**src/source/idu_pkg.sv**
```systemverilog
`default_nettype none

package idu_pkg;

    typedef logic [4:0] reg_addr_t;

    // Opcodes are prefixed so they do not collide with the instruction numbers
    typedef enum logic [6:0] {
        opc_lui    = 7'b0110111,
        opc_auipc  = 7'b0010111,
        opc_jal    = 7'b1101111,
        opc_jalr   = 7'b1100111,
        opc_branch = 7'b1100011,
        opc_load   = 7'b0000011,
        opc_store  = 7'b0100011,
        opc_op_imm = 7'b0010011,
        opc_op     = 7'b0110011,
        opc_system = 7'b1110011
    } opcode_e;

    // Format n marks a word that has no valid format
    typedef enum logic [2:0] {
        n = 3'd0,
        r = 3'd1,
        i = 3'd2,
        s = 3'd3,
        b = 3'd4,
        u = 3'd5,
        j = 3'd6
    } inst_type_e;

    typedef enum logic [5:0] {
        inv,
        lui, auipc, jal, jalr,
        beq, bne, blt, bge, bltu, bgeu,
        lb, lh, lw, lbu, lhu,
        sb, sh, sw,
        addi, slti, sltiu, xori, ori, andi, slli, srli, srai,
        add, sub, sll, slt, sltu, xor_i, srl, sra, or_i, and_i,
        ecall, ebreak
    } inst_num_e;

    typedef struct packed {
        logic [6:0] funct7;
        reg_addr_t  rs2;
        reg_addr_t  rs1;
        logic [2:0] funct3;
        reg_addr_t  rd;
        opcode_e    opcode;
    } r_fmt_t;

    typedef struct packed {
        logic [11:0] imm_11_0;
        reg_addr_t   rs1;
        logic [2:0]  funct3;
        reg_addr_t   rd;
        opcode_e     opcode;
    } i_fmt_t;

    typedef struct packed {
        logic [6:0] imm_11_5;
        reg_addr_t  rs2;
        reg_addr_t  rs1;
        logic [2:0] funct3;
        logic [4:0] imm_4_0;
        opcode_e    opcode;
    } s_fmt_t;

    typedef struct packed {
        logic       imm_12;
        logic [5:0] imm_10_5;
        reg_addr_t  rs2;
        reg_addr_t  rs1;
        logic [2:0] funct3;
        logic [3:0] imm_4_1;
        logic       imm_11;
        opcode_e    opcode;
    } b_fmt_t;

    typedef struct packed {
        logic [19:0] imm_31_12;
        reg_addr_t   rd;
        opcode_e     opcode;
    } u_fmt_t;

    typedef struct packed {
        logic       imm_20;
        logic [9:0] imm_10_1;
        logic       imm_11;
        logic [7:0] imm_19_12;
        reg_addr_t  rd;
        opcode_e    opcode;
    } j_fmt_t;

    // One instruction word, seen through the layout of each format
    typedef union packed {
        r_fmt_t r;
        i_fmt_t i;
        s_fmt_t s;
        b_fmt_t b;
        u_fmt_t u;
        j_fmt_t j;
    } inst_word_t;

    typedef struct packed {
        inst_num_e branch_num;
        inst_num_e load_num;
        inst_num_e store_num;
        inst_num_e op_imm_num;
        inst_num_e op_num;
        inst_num_e system_num;
    } funct_nums_t;

    typedef struct packed {
        inst_num_e   inst_num;
        inst_type_e  inst_type;
        reg_addr_t   rd;
        reg_addr_t   rs1;
        reg_addr_t   rs2;
        logic [31:0] imm;
    } decoded_t;

endpackage

`default_nettype wire

```
**src/source/idu_funct_decode.sv**
```systemverilog
`timescale 1ns/1ps
`default_nettype none

module idu_funct_decode (
    input  idu_pkg::inst_word_t  inst,
    output idu_pkg::funct_nums_t funct_nums
);

    localparam logic [6:0] funct7_base = 7'h00;
    localparam logic [6:0] funct7_alt  = 7'h20;

    always_comb begin
        funct_nums = '0;

        // Conditional branches leave funct3 values 2 and 3 unused
        case (inst.b.funct3)
            3'd0:    funct_nums.branch_num = idu_pkg::beq;
            3'd1:    funct_nums.branch_num = idu_pkg::bne;
            3'd4:    funct_nums.branch_num = idu_pkg::blt;
            3'd5:    funct_nums.branch_num = idu_pkg::bge;
            3'd6:    funct_nums.branch_num = idu_pkg::bltu;
            3'd7:    funct_nums.branch_num = idu_pkg::bgeu;
            default: funct_nums.branch_num = idu_pkg::inv;
        endcase

        case (inst.i.funct3)
            3'd0:    funct_nums.load_num = idu_pkg::lb;
            3'd1:    funct_nums.load_num = idu_pkg::lh;
            3'd2:    funct_nums.load_num = idu_pkg::lw;
            3'd4:    funct_nums.load_num = idu_pkg::lbu;
            3'd5:    funct_nums.load_num = idu_pkg::lhu;
            default: funct_nums.load_num = idu_pkg::inv;
        endcase

        case (inst.s.funct3)
            3'd0:    funct_nums.store_num = idu_pkg::sb;
            3'd1:    funct_nums.store_num = idu_pkg::sh;
            3'd2:    funct_nums.store_num = idu_pkg::sw;
            default: funct_nums.store_num = idu_pkg::inv;
        endcase

        // Shift immediates keep their funct7 in the top of the imm field
        case (inst.i.funct3)
            3'd0: funct_nums.op_imm_num = idu_pkg::addi;
            3'd2: funct_nums.op_imm_num = idu_pkg::slti;
            3'd3: funct_nums.op_imm_num = idu_pkg::sltiu;
            3'd4: funct_nums.op_imm_num = idu_pkg::xori;
            3'd6: funct_nums.op_imm_num = idu_pkg::ori;
            3'd7: funct_nums.op_imm_num = idu_pkg::andi;
            3'd1: begin
                if (inst.r.funct7 == funct7_base) begin
                    funct_nums.op_imm_num = idu_pkg::slli;
                end else begin
                    funct_nums.op_imm_num = idu_pkg::inv;
                end
            end
            default: begin
                if (inst.r.funct7 == funct7_base) begin
                    funct_nums.op_imm_num = idu_pkg::srli;
                end else if (inst.r.funct7 == funct7_alt) begin
                    funct_nums.op_imm_num = idu_pkg::srai;
                end else begin
                    funct_nums.op_imm_num = idu_pkg::inv;
                end
            end
        endcase

        // Register ops use funct7 0 for the base op and 0x20 for sub and sra
        if (inst.r.funct7 == funct7_base) begin
            case (inst.r.funct3)
                3'd0:    funct_nums.op_num = idu_pkg::add;
                3'd1:    funct_nums.op_num = idu_pkg::sll;
                3'd2:    funct_nums.op_num = idu_pkg::slt;
                3'd3:    funct_nums.op_num = idu_pkg::sltu;
                3'd4:    funct_nums.op_num = idu_pkg::xor_i;
                3'd5:    funct_nums.op_num = idu_pkg::srl;
                3'd6:    funct_nums.op_num = idu_pkg::or_i;
                default: funct_nums.op_num = idu_pkg::and_i;
            endcase
        end else if (inst.r.funct7 == funct7_alt) begin
            case (inst.r.funct3)
                3'd0:    funct_nums.op_num = idu_pkg::sub;
                3'd5:    funct_nums.op_num = idu_pkg::sra;
                default: funct_nums.op_num = idu_pkg::inv;
            endcase
        end else begin
            funct_nums.op_num = idu_pkg::inv;
        end

        // Only ecall and ebreak are decoded and every other system encoding is invalid
        if (inst.i.funct3 == 3'd0 && inst.i.rs1 == 5'd0 && inst.i.rd == 5'd0) begin
            case (inst.i.imm_11_0)
                12'h000: funct_nums.system_num = idu_pkg::ecall;
                12'h001: funct_nums.system_num = idu_pkg::ebreak;
                default: funct_nums.system_num = idu_pkg::inv;
            endcase
        end else begin
            funct_nums.system_num = idu_pkg::inv;
        end
    end

endmodule

`default_nettype wire

```
**src/source/idu_opcode.sv**
```systemverilog
`timescale 1ns/1ps
`default_nettype none

module idu_opcode (
    input  idu_pkg::inst_word_t  inst,
    input  idu_pkg::funct_nums_t funct_nums,
    output idu_pkg::decoded_t    decoded
);

    idu_pkg::inst_num_e  num;
    idu_pkg::inst_type_e fmt;
    logic [31:0]         imm;

    always_comb begin
        case (inst.r.opcode)
            idu_pkg::opc_lui:    num = idu_pkg::lui;
            idu_pkg::opc_auipc:  num = idu_pkg::auipc;
            idu_pkg::opc_jal:    num = idu_pkg::jal;
            idu_pkg::opc_jalr: begin
                if (inst.i.funct3 == 3'd0) begin
                    num = idu_pkg::jalr;
                end else begin
                    num = idu_pkg::inv;
                end
            end
            idu_pkg::opc_branch: num = funct_nums.branch_num;
            idu_pkg::opc_load:   num = funct_nums.load_num;
            idu_pkg::opc_store:  num = funct_nums.store_num;
            idu_pkg::opc_op_imm: num = funct_nums.op_imm_num;
            idu_pkg::opc_op:     num = funct_nums.op_num;
            idu_pkg::opc_system: num = funct_nums.system_num;
            default:             num = idu_pkg::inv;
        endcase
    end

    always_comb begin
        case (inst.r.opcode)
            idu_pkg::opc_lui,
            idu_pkg::opc_auipc:  fmt = idu_pkg::u;
            idu_pkg::opc_jal:    fmt = idu_pkg::j;
            idu_pkg::opc_jalr,
            idu_pkg::opc_load,
            idu_pkg::opc_op_imm,
            idu_pkg::opc_system: fmt = idu_pkg::i;
            idu_pkg::opc_branch: fmt = idu_pkg::b;
            idu_pkg::opc_store:  fmt = idu_pkg::s;
            idu_pkg::opc_op:     fmt = idu_pkg::r;
            default:             fmt = idu_pkg::n;
        endcase
    end

    // Bit 31 of the word is the sign bit for every format
    always_comb begin
        case (fmt)
            idu_pkg::i: begin
                imm = {{20{inst.i.imm_11_0[11]}}, inst.i.imm_11_0};
            end
            idu_pkg::s: begin
                imm = {{20{inst.s.imm_11_5[6]}}, inst.s.imm_11_5, inst.s.imm_4_0};
            end
            idu_pkg::b: begin
                imm = {{19{inst.b.imm_12}}, inst.b.imm_12, inst.b.imm_11,
                       inst.b.imm_10_5, inst.b.imm_4_1, 1'b0};
            end
            idu_pkg::u: begin
                imm = {inst.u.imm_31_12, 12'h000};
            end
            idu_pkg::j: begin
                imm = {{11{inst.j.imm_20}}, inst.j.imm_20, inst.j.imm_19_12,
                       inst.j.imm_11, inst.j.imm_10_1, 1'b0};
            end
            default: begin
                imm = 32'h0;
            end
        endcase
    end

    // An invalid instruction carries no format and no immediate
    always_comb begin
        decoded.inst_num = num;
        decoded.rd       = inst.r.rd;
        decoded.rs1      = inst.r.rs1;
        decoded.rs2      = inst.r.rs2;
        if (num == idu_pkg::inv) begin
            decoded.inst_type = idu_pkg::n;
            decoded.imm       = 32'h0;
        end else begin
            decoded.inst_type = fmt;
            decoded.imm       = imm;
        end
    end

endmodule

`default_nettype wire

```
**src/source/idu.sv**
```systemverilog
`timescale 1ns/1ps
`default_nettype none

module idu (
    input  logic                clk,
    input  logic                arst_n,
    input  logic                in_valid,
    input  idu_pkg::inst_word_t inst,
    output logic                out_valid,
    output idu_pkg::decoded_t   decoded
);

    idu_pkg::funct_nums_t funct_nums;
    idu_pkg::decoded_t    next_decoded;

    idu_funct_decode u_funct_decode (
        .inst       (inst),
        .funct_nums (funct_nums)
    );

    idu_opcode u_opcode (
        .inst       (inst),
        .funct_nums (funct_nums),
        .decoded    (next_decoded)
    );

    // The decoded record holds its last value while no instruction arrives
    always_ff @(posedge clk or negedge arst_n) begin
        if (!arst_n) begin
            out_valid <= 1'b0;
            decoded   <= '0;
        end else begin
            out_valid <= in_valid;
            if (in_valid) begin
                decoded <= next_decoded;
            end
        end
    end

endmodule

`default_nettype wire

```
**config.mk**
```make
export PLATFORM = sky130hd
export DESIGN_NAME = idu
export DESIGN_NICKNAME = d
export VERILOG_FILES = /design/src/source/idu_pkg.sv /design/src/source/idu_funct_decode.sv /design/src/source/idu_opcode.sv /design/src/source/idu.sv
export SDC_FILE = /design/constraint.sdc
export NUM_CORES = 1
export LEC_CHECK = 0
export ABC_AREA = 1
export BUFFER_PORTS_ARGS = -buffer_cell sky130_fd_sc_hd__buf_2
export CAP_MARGIN = 0
export CORE_MARGIN = 2
export CORE_UTILIZATION = 46
export DETAILED_ROUTE_END_ITERATION = 8
export GPL_ROUTABILITY_DRIVEN = 0
export PLACE_DENSITY_LB_ADDON = 0.05
export RECOVER_POWER = 100
export SLEW_MARGIN = 20
export SYNTH_ARGS = -nofsm -noshare
export SYNTH_HDL_FRONTEND = slang
export SYNTH_SLANG_ARGS = --single-unit
export TNS_END_PERCENT = 20
```
**constraint.sdc**
```tcl
create_clock -name clk -period 1.18 [get_ports clk]
set_input_delay 0.118 -clock clk [delete_from_list [all_inputs] [get_ports clk]]
set_output_delay 0.118 -clock clk [all_outputs]
set_load 0.05 [all_outputs]
```
======== Word level (Yosys, flattened, before mapping) ========
Cells that the tools add are included.
word-level totals
  input port bits ......................... 35
  flip-flop bits (word level) ............. 57
  word-level logic and storage cells ...... 60
  output and inout port bits .............. 57
cells by class
  reductions and logical operators ........ 10
  equality and inequality tests ........... 24
  multiplexer cells ....................... 19
operators by type and width
  operator             number
  $pmux 32 s5          1
  $pmux 6 s7           2
  $pmux 6 s10          1
  $mux 32              1
  $eq 7x6->1 const B   4
  $eq 7x7->1 const B   4
  $mux 6               4
  $pmux 4 s6           1
  $pmux 6 s2           2
  $eq 3x3->1 const B   7
  $pmux 4 s5           1
  $pmux 3 s6           1
  $pmux 5 s3           1
  $eq 7x5->1 const B   2
  $eq 12x1->1 const B  1
  $eq 3x2->1 const B   4
  $logic_not 12->1     1
  $logic_not 5->1      2
  $mux 5               2
  $eq 7x2->1 const B   1
  $logic_not 7->1      1
  $logic_not 6->1      1
  $mux 3               2
  $reduce_or 4->1      1
  4 further kinds      5

======== Depth between registers and ports, before layout ========
  depth after elaboration ................. 7
  depth in mapped cells ................... 15
  mapped depth without buffers ............ 14

======== Modules after synthesis ========
Synthesis repeated with hierarchy kept, for this count alone.
second synthesis, totals
  cell total of the unflattened synthesis .. 656
  area total of the unflattened synthesis .. 4097.7 µm²
modules (own cells, without submodules)
  module            seq. area each (µm²)  cells each  instances  area each (µm²)
  idu               1426.4                238         1          2175.8
  idu_opcode        0.0                   304         1          1315.0
  idu_funct_decode  0.0                   114         1          606.8

======== Worst setup path after synthesis ========
No wires, ideal clock.
  path kind ............................... input to register
  start ................................... input inst[1] (netlist bit)
  end ..................................... register decoded[11] (netlist bit)
  data required time ...................... 1.062 ns
  path buffers ............................ 2
  setup slack ............................. -0.382 ns
  stages .................................. 14
  arrival time ............................ 1.444 ns
  setup time .............................. 0.118 ns
  path through ............................ nand2_1 inv_1 nand2_4 nor2_1 buf_2 a21oi_1 nand2_1 nor2_1 nand2_1 nor2_2 nand3_2 buf_6 nand3_1 nand2_1
on the way
  longest elaborated chain between the ends .. 6
  elaborated cells on any way between the ends .. 22
  those cells by class .................... 15 x eq/ne; 4 x mux; 3 x reduce/logical
ends and longest elaborated chain
  item                                                RTL line                            text
  from (decl)                                         idu.sv:8                            input idu_pkg::inst_word_t inst,
  $eq 7x7->1, or another cell as far along            idu_opcode.sv:15, idu_opcode.sv:37
  $reduce_or 4->1 or $reduce_or 2->1 (tied branches)  idu_opcode.sv:37                    case (inst.r.opcode)
  $pmux 3 s6                                          idu_opcode.sv:37
  $eq 3x3->1 or $eq 3x2->1 (tied branches)            idu_opcode.sv:54                    case (fmt)
  $pmux 32 s5                                         idu_opcode.sv:54
  $mux 32 *                                           idu_opcode.sv:84                    if (num == idu_pkg::inv) begin
  to (signal assigned)                                idu.sv:35                           decoded <= next_decoded;
  to (decl)                                           idu.sv:10                           output idu_pkg::decoded_t decoded
Every way passes the cells marked *; elsewhere a longest branch is shown, timed or not.
A chain may end at the register's enable or synchronous reset.

======== Final worst setup path ========
  start ................................... input inst[25] (netlist bit)
  end ..................................... register decoded[29] (netlist bit)
on the way
  longest elaborated chain between the ends .. 7
  elaborated cells on any way between the ends .. 15
  those cells by class .................... 2 x eq/ne; 10 x mux; 3 x reduce/logical
ends and longest elaborated chain
  item               RTL line                                        text
  $eq 7x6->1         idu_funct_decode.sv:60, idu_funct_decode.sv:80
  $mux 5             idu_funct_decode.sv:60                          end else if (inst.r.funct7 == funct7_alt) begin
  $mux 6             idu_funct_decode.sv:58                          if (inst.r.funct7 == funct7_base) begin
  $pmux 6 s7         idu_funct_decode.sv:43                          case (inst.i.funct3)
  $pmux 6 s10 *      idu_opcode.sv:15                                case (inst.r.opcode)
  $logic_not 6->1 *  idu_opcode.sv:84
  $mux 32 *          idu_opcode.sv:84
Marked as above.

==> results.sh <==
export IMPL_grtUsageTotal_pct=25.80
export IMPL_cts_buffers=9
export IMPL_worst_slew_pin_slew_ps=759.0
export IMPL_antenna_found_initial=0
export IMPL_internal_power_mw=3.119
export IMPL_netlist_top_cells_count="nand2_1 (189), nand3_1 (65), dfrtp_1 (57)"
export IMPL_clk_path_buf_depth=2
export IMPL_wl_per_cell_um=13.82
export IMPL_grt_pass1_wl_mm=15.55
export IMPL_pwr_share_clk_pct=33.0
export IMPL_numPortBuffers=91
export IMPL_place_area_um2=4423
export IMPL_root_buffer="clkbuf_8"
export IMPL_wirelength_mm=10.49
export IMPL_rr_worst_depth=2
export IMPL_yosys_area_top_type="dfrtp_1"
export IMPL_insertion_delay_ps=330
export IMPL_drv_slew=0
export IMPL_crit_arrival_ps=1710
export IMPL_synth_nets=529
export IMPL_r2r_start="decoded[35]$_DFFE_PN0P_"
export IMPL_fmax_mhz=669.5
export IMPL_ys_warn_count=0
export IMPL_diodes=0
export IMPL_hold_worst_slack_ps=93.92
export IMPL_post_synth_top_area_fraction_pct=42.65
export IMPL_worst_r2r_endpoint="decoded[35]$_DFFE_PN0P_"
export IMPL_skew_ps=0
export IMPL_synth_seq_cells=57
export IMPL_fin_nets=690
export IMPL_die_w_um=89.27
export IMPL_synthArstFlopShare_pct=100.0
export IMPL_ant_nets=0
export IMPL_hold_violations=0
export IMPL_overflow=0
export IMPL_finalInstanceArea_um2=5070
export IMPL_cts_tree="yes"
export IMPL_leakage_nw=2.809
export IMPL_cts_max_level=3
export IMPL_grt_max_degree=58
export IMPL_crit_path_end_kind="flip-flop"
export IMPL_tns_ps=-9017
export IMPL_crit_chain="buf_2 > nor2_4 > nand4_1 > buf_4 > nand3_4 > buf_6 > nand3_1 > nand3b_1 > nor2_2 > nand3_4 > clkbuf_16 > nand3_1 > nand2_1"
export IMPL_route_vias_total=3877
export IMPL_fp_dieH_um=89.27
export IMPL_critical_path_class="input pin to flip-flop"
export IMPL_synthToLayoutAreaGrowth_pct=51.59
export IMPL_synth_area_leaders="dfrtp_1 (43%), nand2_1 (21%), nand3_1 (9.7%)"
export IMPL_row_count=31
export IMPL_fin_crit_sh_pct=126.6
export IMPL_dp_slack_ps=-652.3
export IMPL_p_sw_share_pct=32.62
export IMPL_maxCapViolCount=0
export IMPL_cp_slowest_cell="clkbuf_16"
export IMPL_routed_via_density=5.108
export IMPL_status="finished, violations left"
export IMPL_finalSetupViolCount=38
export IMPL_comb_power_share_pct=22.8
export IMPL_ioPinCount=92
export IMPL_critical_path_max_fanout=17
export IMPL_min_to="decoded[44]$_DFFE_PN0P_"
export IMPL_syn_avg_cell_area_um2=6.770
export IMPL_die_area_um2=7968
export IMPL_p_seq_share_pct=44.3
export IMPL_grt_pass1_vias=3237
export IMPL_powerDensity_nw_per_um2=912.9
export IMPL_violations="setup timing"
export IMPL_start_kind="input pin"
export IMPL_fin_ws_ps=-313.7
export IMPL_syn_area_um2=3344
export IMPL_dp_cells=731
export IMPL_drive_above_1_share_pct=41.36
export IMPL_max_slew_margin_rel_pct=49.40
export IMPL_clk_pin_slew_worst_paths_ps=60
export IMPL_min_from="inst[9]"
export IMPL_crit_required_ps=1400
export IMPL_rsz0062_at_grt="yes"
export IMPL_drtPass1Iterations=5
export IMPL_initial_core_util_pct=46.86
export IMPL_clock_sinks=57
export IMPL_p_sw_mw=1.510
export IMPL_fp_coreArea_um2=7137
export IMPL_synth_ff_type="dfrtp_1"
export IMPL_crit_path_max_incr_delay_ps=220
export IMPL_period_minus_slack_ps=1494
export IMPL_vdd_drop_max_v=0.0006804
export IMPL_yosysMostFrequentCell="nand2_1"
export IMPL_dp_hpwl_mm=7.548
export IMPL_synthCells=494
export IMPL_ys_types=24
export IMPL_drc=0
export IMPL_synth_edff_count=0
export IMPL_drtIter0Drc=273
export IMPL_hold_path_depth=4
export IMPL_instances_no_fill=759
export IMPL_critical_path_buf_inv_count=4
export IMPL_synth_seq_area_share_pct=42.65
export IMPL_min_path_type="input pin to flip-flop"
export IMPL_ff2ff_setup_slack_ps=500
export IMPL_critPathTopFamily="simple AND/OR/NAND/NOR gates"
-- state kept, by name, summed over array words and instances, names as in the netlist --
register and flops:
out_valid 1, decoded 56
-- through the flow --
stage | util, % | total power, mW
2_1_floorplan | - | 2.606
4_1_cts | 64.85 | 4.534
3_3_place_gp | 61.97 | 2.993
6_report | 71.04 | 4.628
5_1_grt | 71.04 | 4.843
3_5_place_dp | 61.97 | 3.001
-- routing by layer --
| metal | global-route usage, % | part of all wire, % |
|---|---|---|
| met1 | 33.92 | 42 |
| met2 | 42.42 | 50 |
| met4 | 8.955 | 2.3 |
| met3 | 5.263 | 5.6 |
| met5 | 0 | 0 |
-- tightest hold or removal path: cells and delay by family --
kind / cells / cell delay [ps]
buf+inv: 2 / 190
simple gates: 2 / 90
-- timing repair --
action / in CTS / in global routing
cloned: 0 / 3
buffers inserted: 1 / 8
endpoints found under the setup margin: 36 / 39
hold endpoints to repair: 57 / 0
resized for setup: 8 / 87
pin swaps: 3 / 25
hold buffers: 1 / 0
-- kinds of logic after synthesis --
group           after synthesis  share of synthesized area [%]
compound gates               47                          8.155
buf+inv                      69                          8.567
flops                        57                          42.65
simple gates                321                          40.63
-- area by class of cell --
| type | instances | area [um2] |
|---|---|---|
| multi-input combinational | 368 | 1987 |
| tap | 99 | 123.9 |
| sequential | 57 | 1426 |
| clock buffer | 10 | 127.6 |
| inverter | 49 | 186.4 |
| timing repair buffer | 170 | 1184 |
| clock inverter | 6 | 35.03 |
| fill | 641 | 2067 |
-- worst max path at each step --
stage	startpoint	endpoint	slack, ps	cells past startpoint
after floorplan	inst[3]	decoded[21]$_DFFE_PN0P_	-260	12
after global routing	inst[29]	decoded[29]$_DFFE_PN0P_	-410	14
after CTS	inst[26]	decoded[0]$_DFFE_PN0P_	-200	13
final	inst[25]	decoded[29]$_DFFE_PN0P_	-310	13
after global placement	inst[12]	decoded[0]$_DFFE_PN0P_	-610	15
after detailed placement	inst[26]	decoded[48]$_DFFE_PN0P_	-650	16
-- power groups by stage --
| stage | clock network [mW] | registers (mW) | logic, mW |
|---|---|---|---|
| floorplan | 0 | 2.31 | 0.300 |
| global placement | 0 | 2.08 | 0.911 |
| detailed placement | 0 | 2.08 | 0.919 |
| CTS | 1.56 | 2.05 | 0.932 |
| global route | 1.65 | 2.06 | 1.13 |
| finish | 1.53 | 2.05 | 1.05 |
-- layout by cell type (no fill, tap or decap), types with 23 or more instances in the layout --
cell type  Yosys  layout
inv_1         41      39
nand3_2        3      23
o21ai_0       26      25
nor2_1        48      28
dfrtp_1       57      57
buf_4          0      75
clkbuf_2       0      57
nand3_1       65      41
buf_2          4      24
nand2_1      189     172
(Power assumes the default switching activity.)
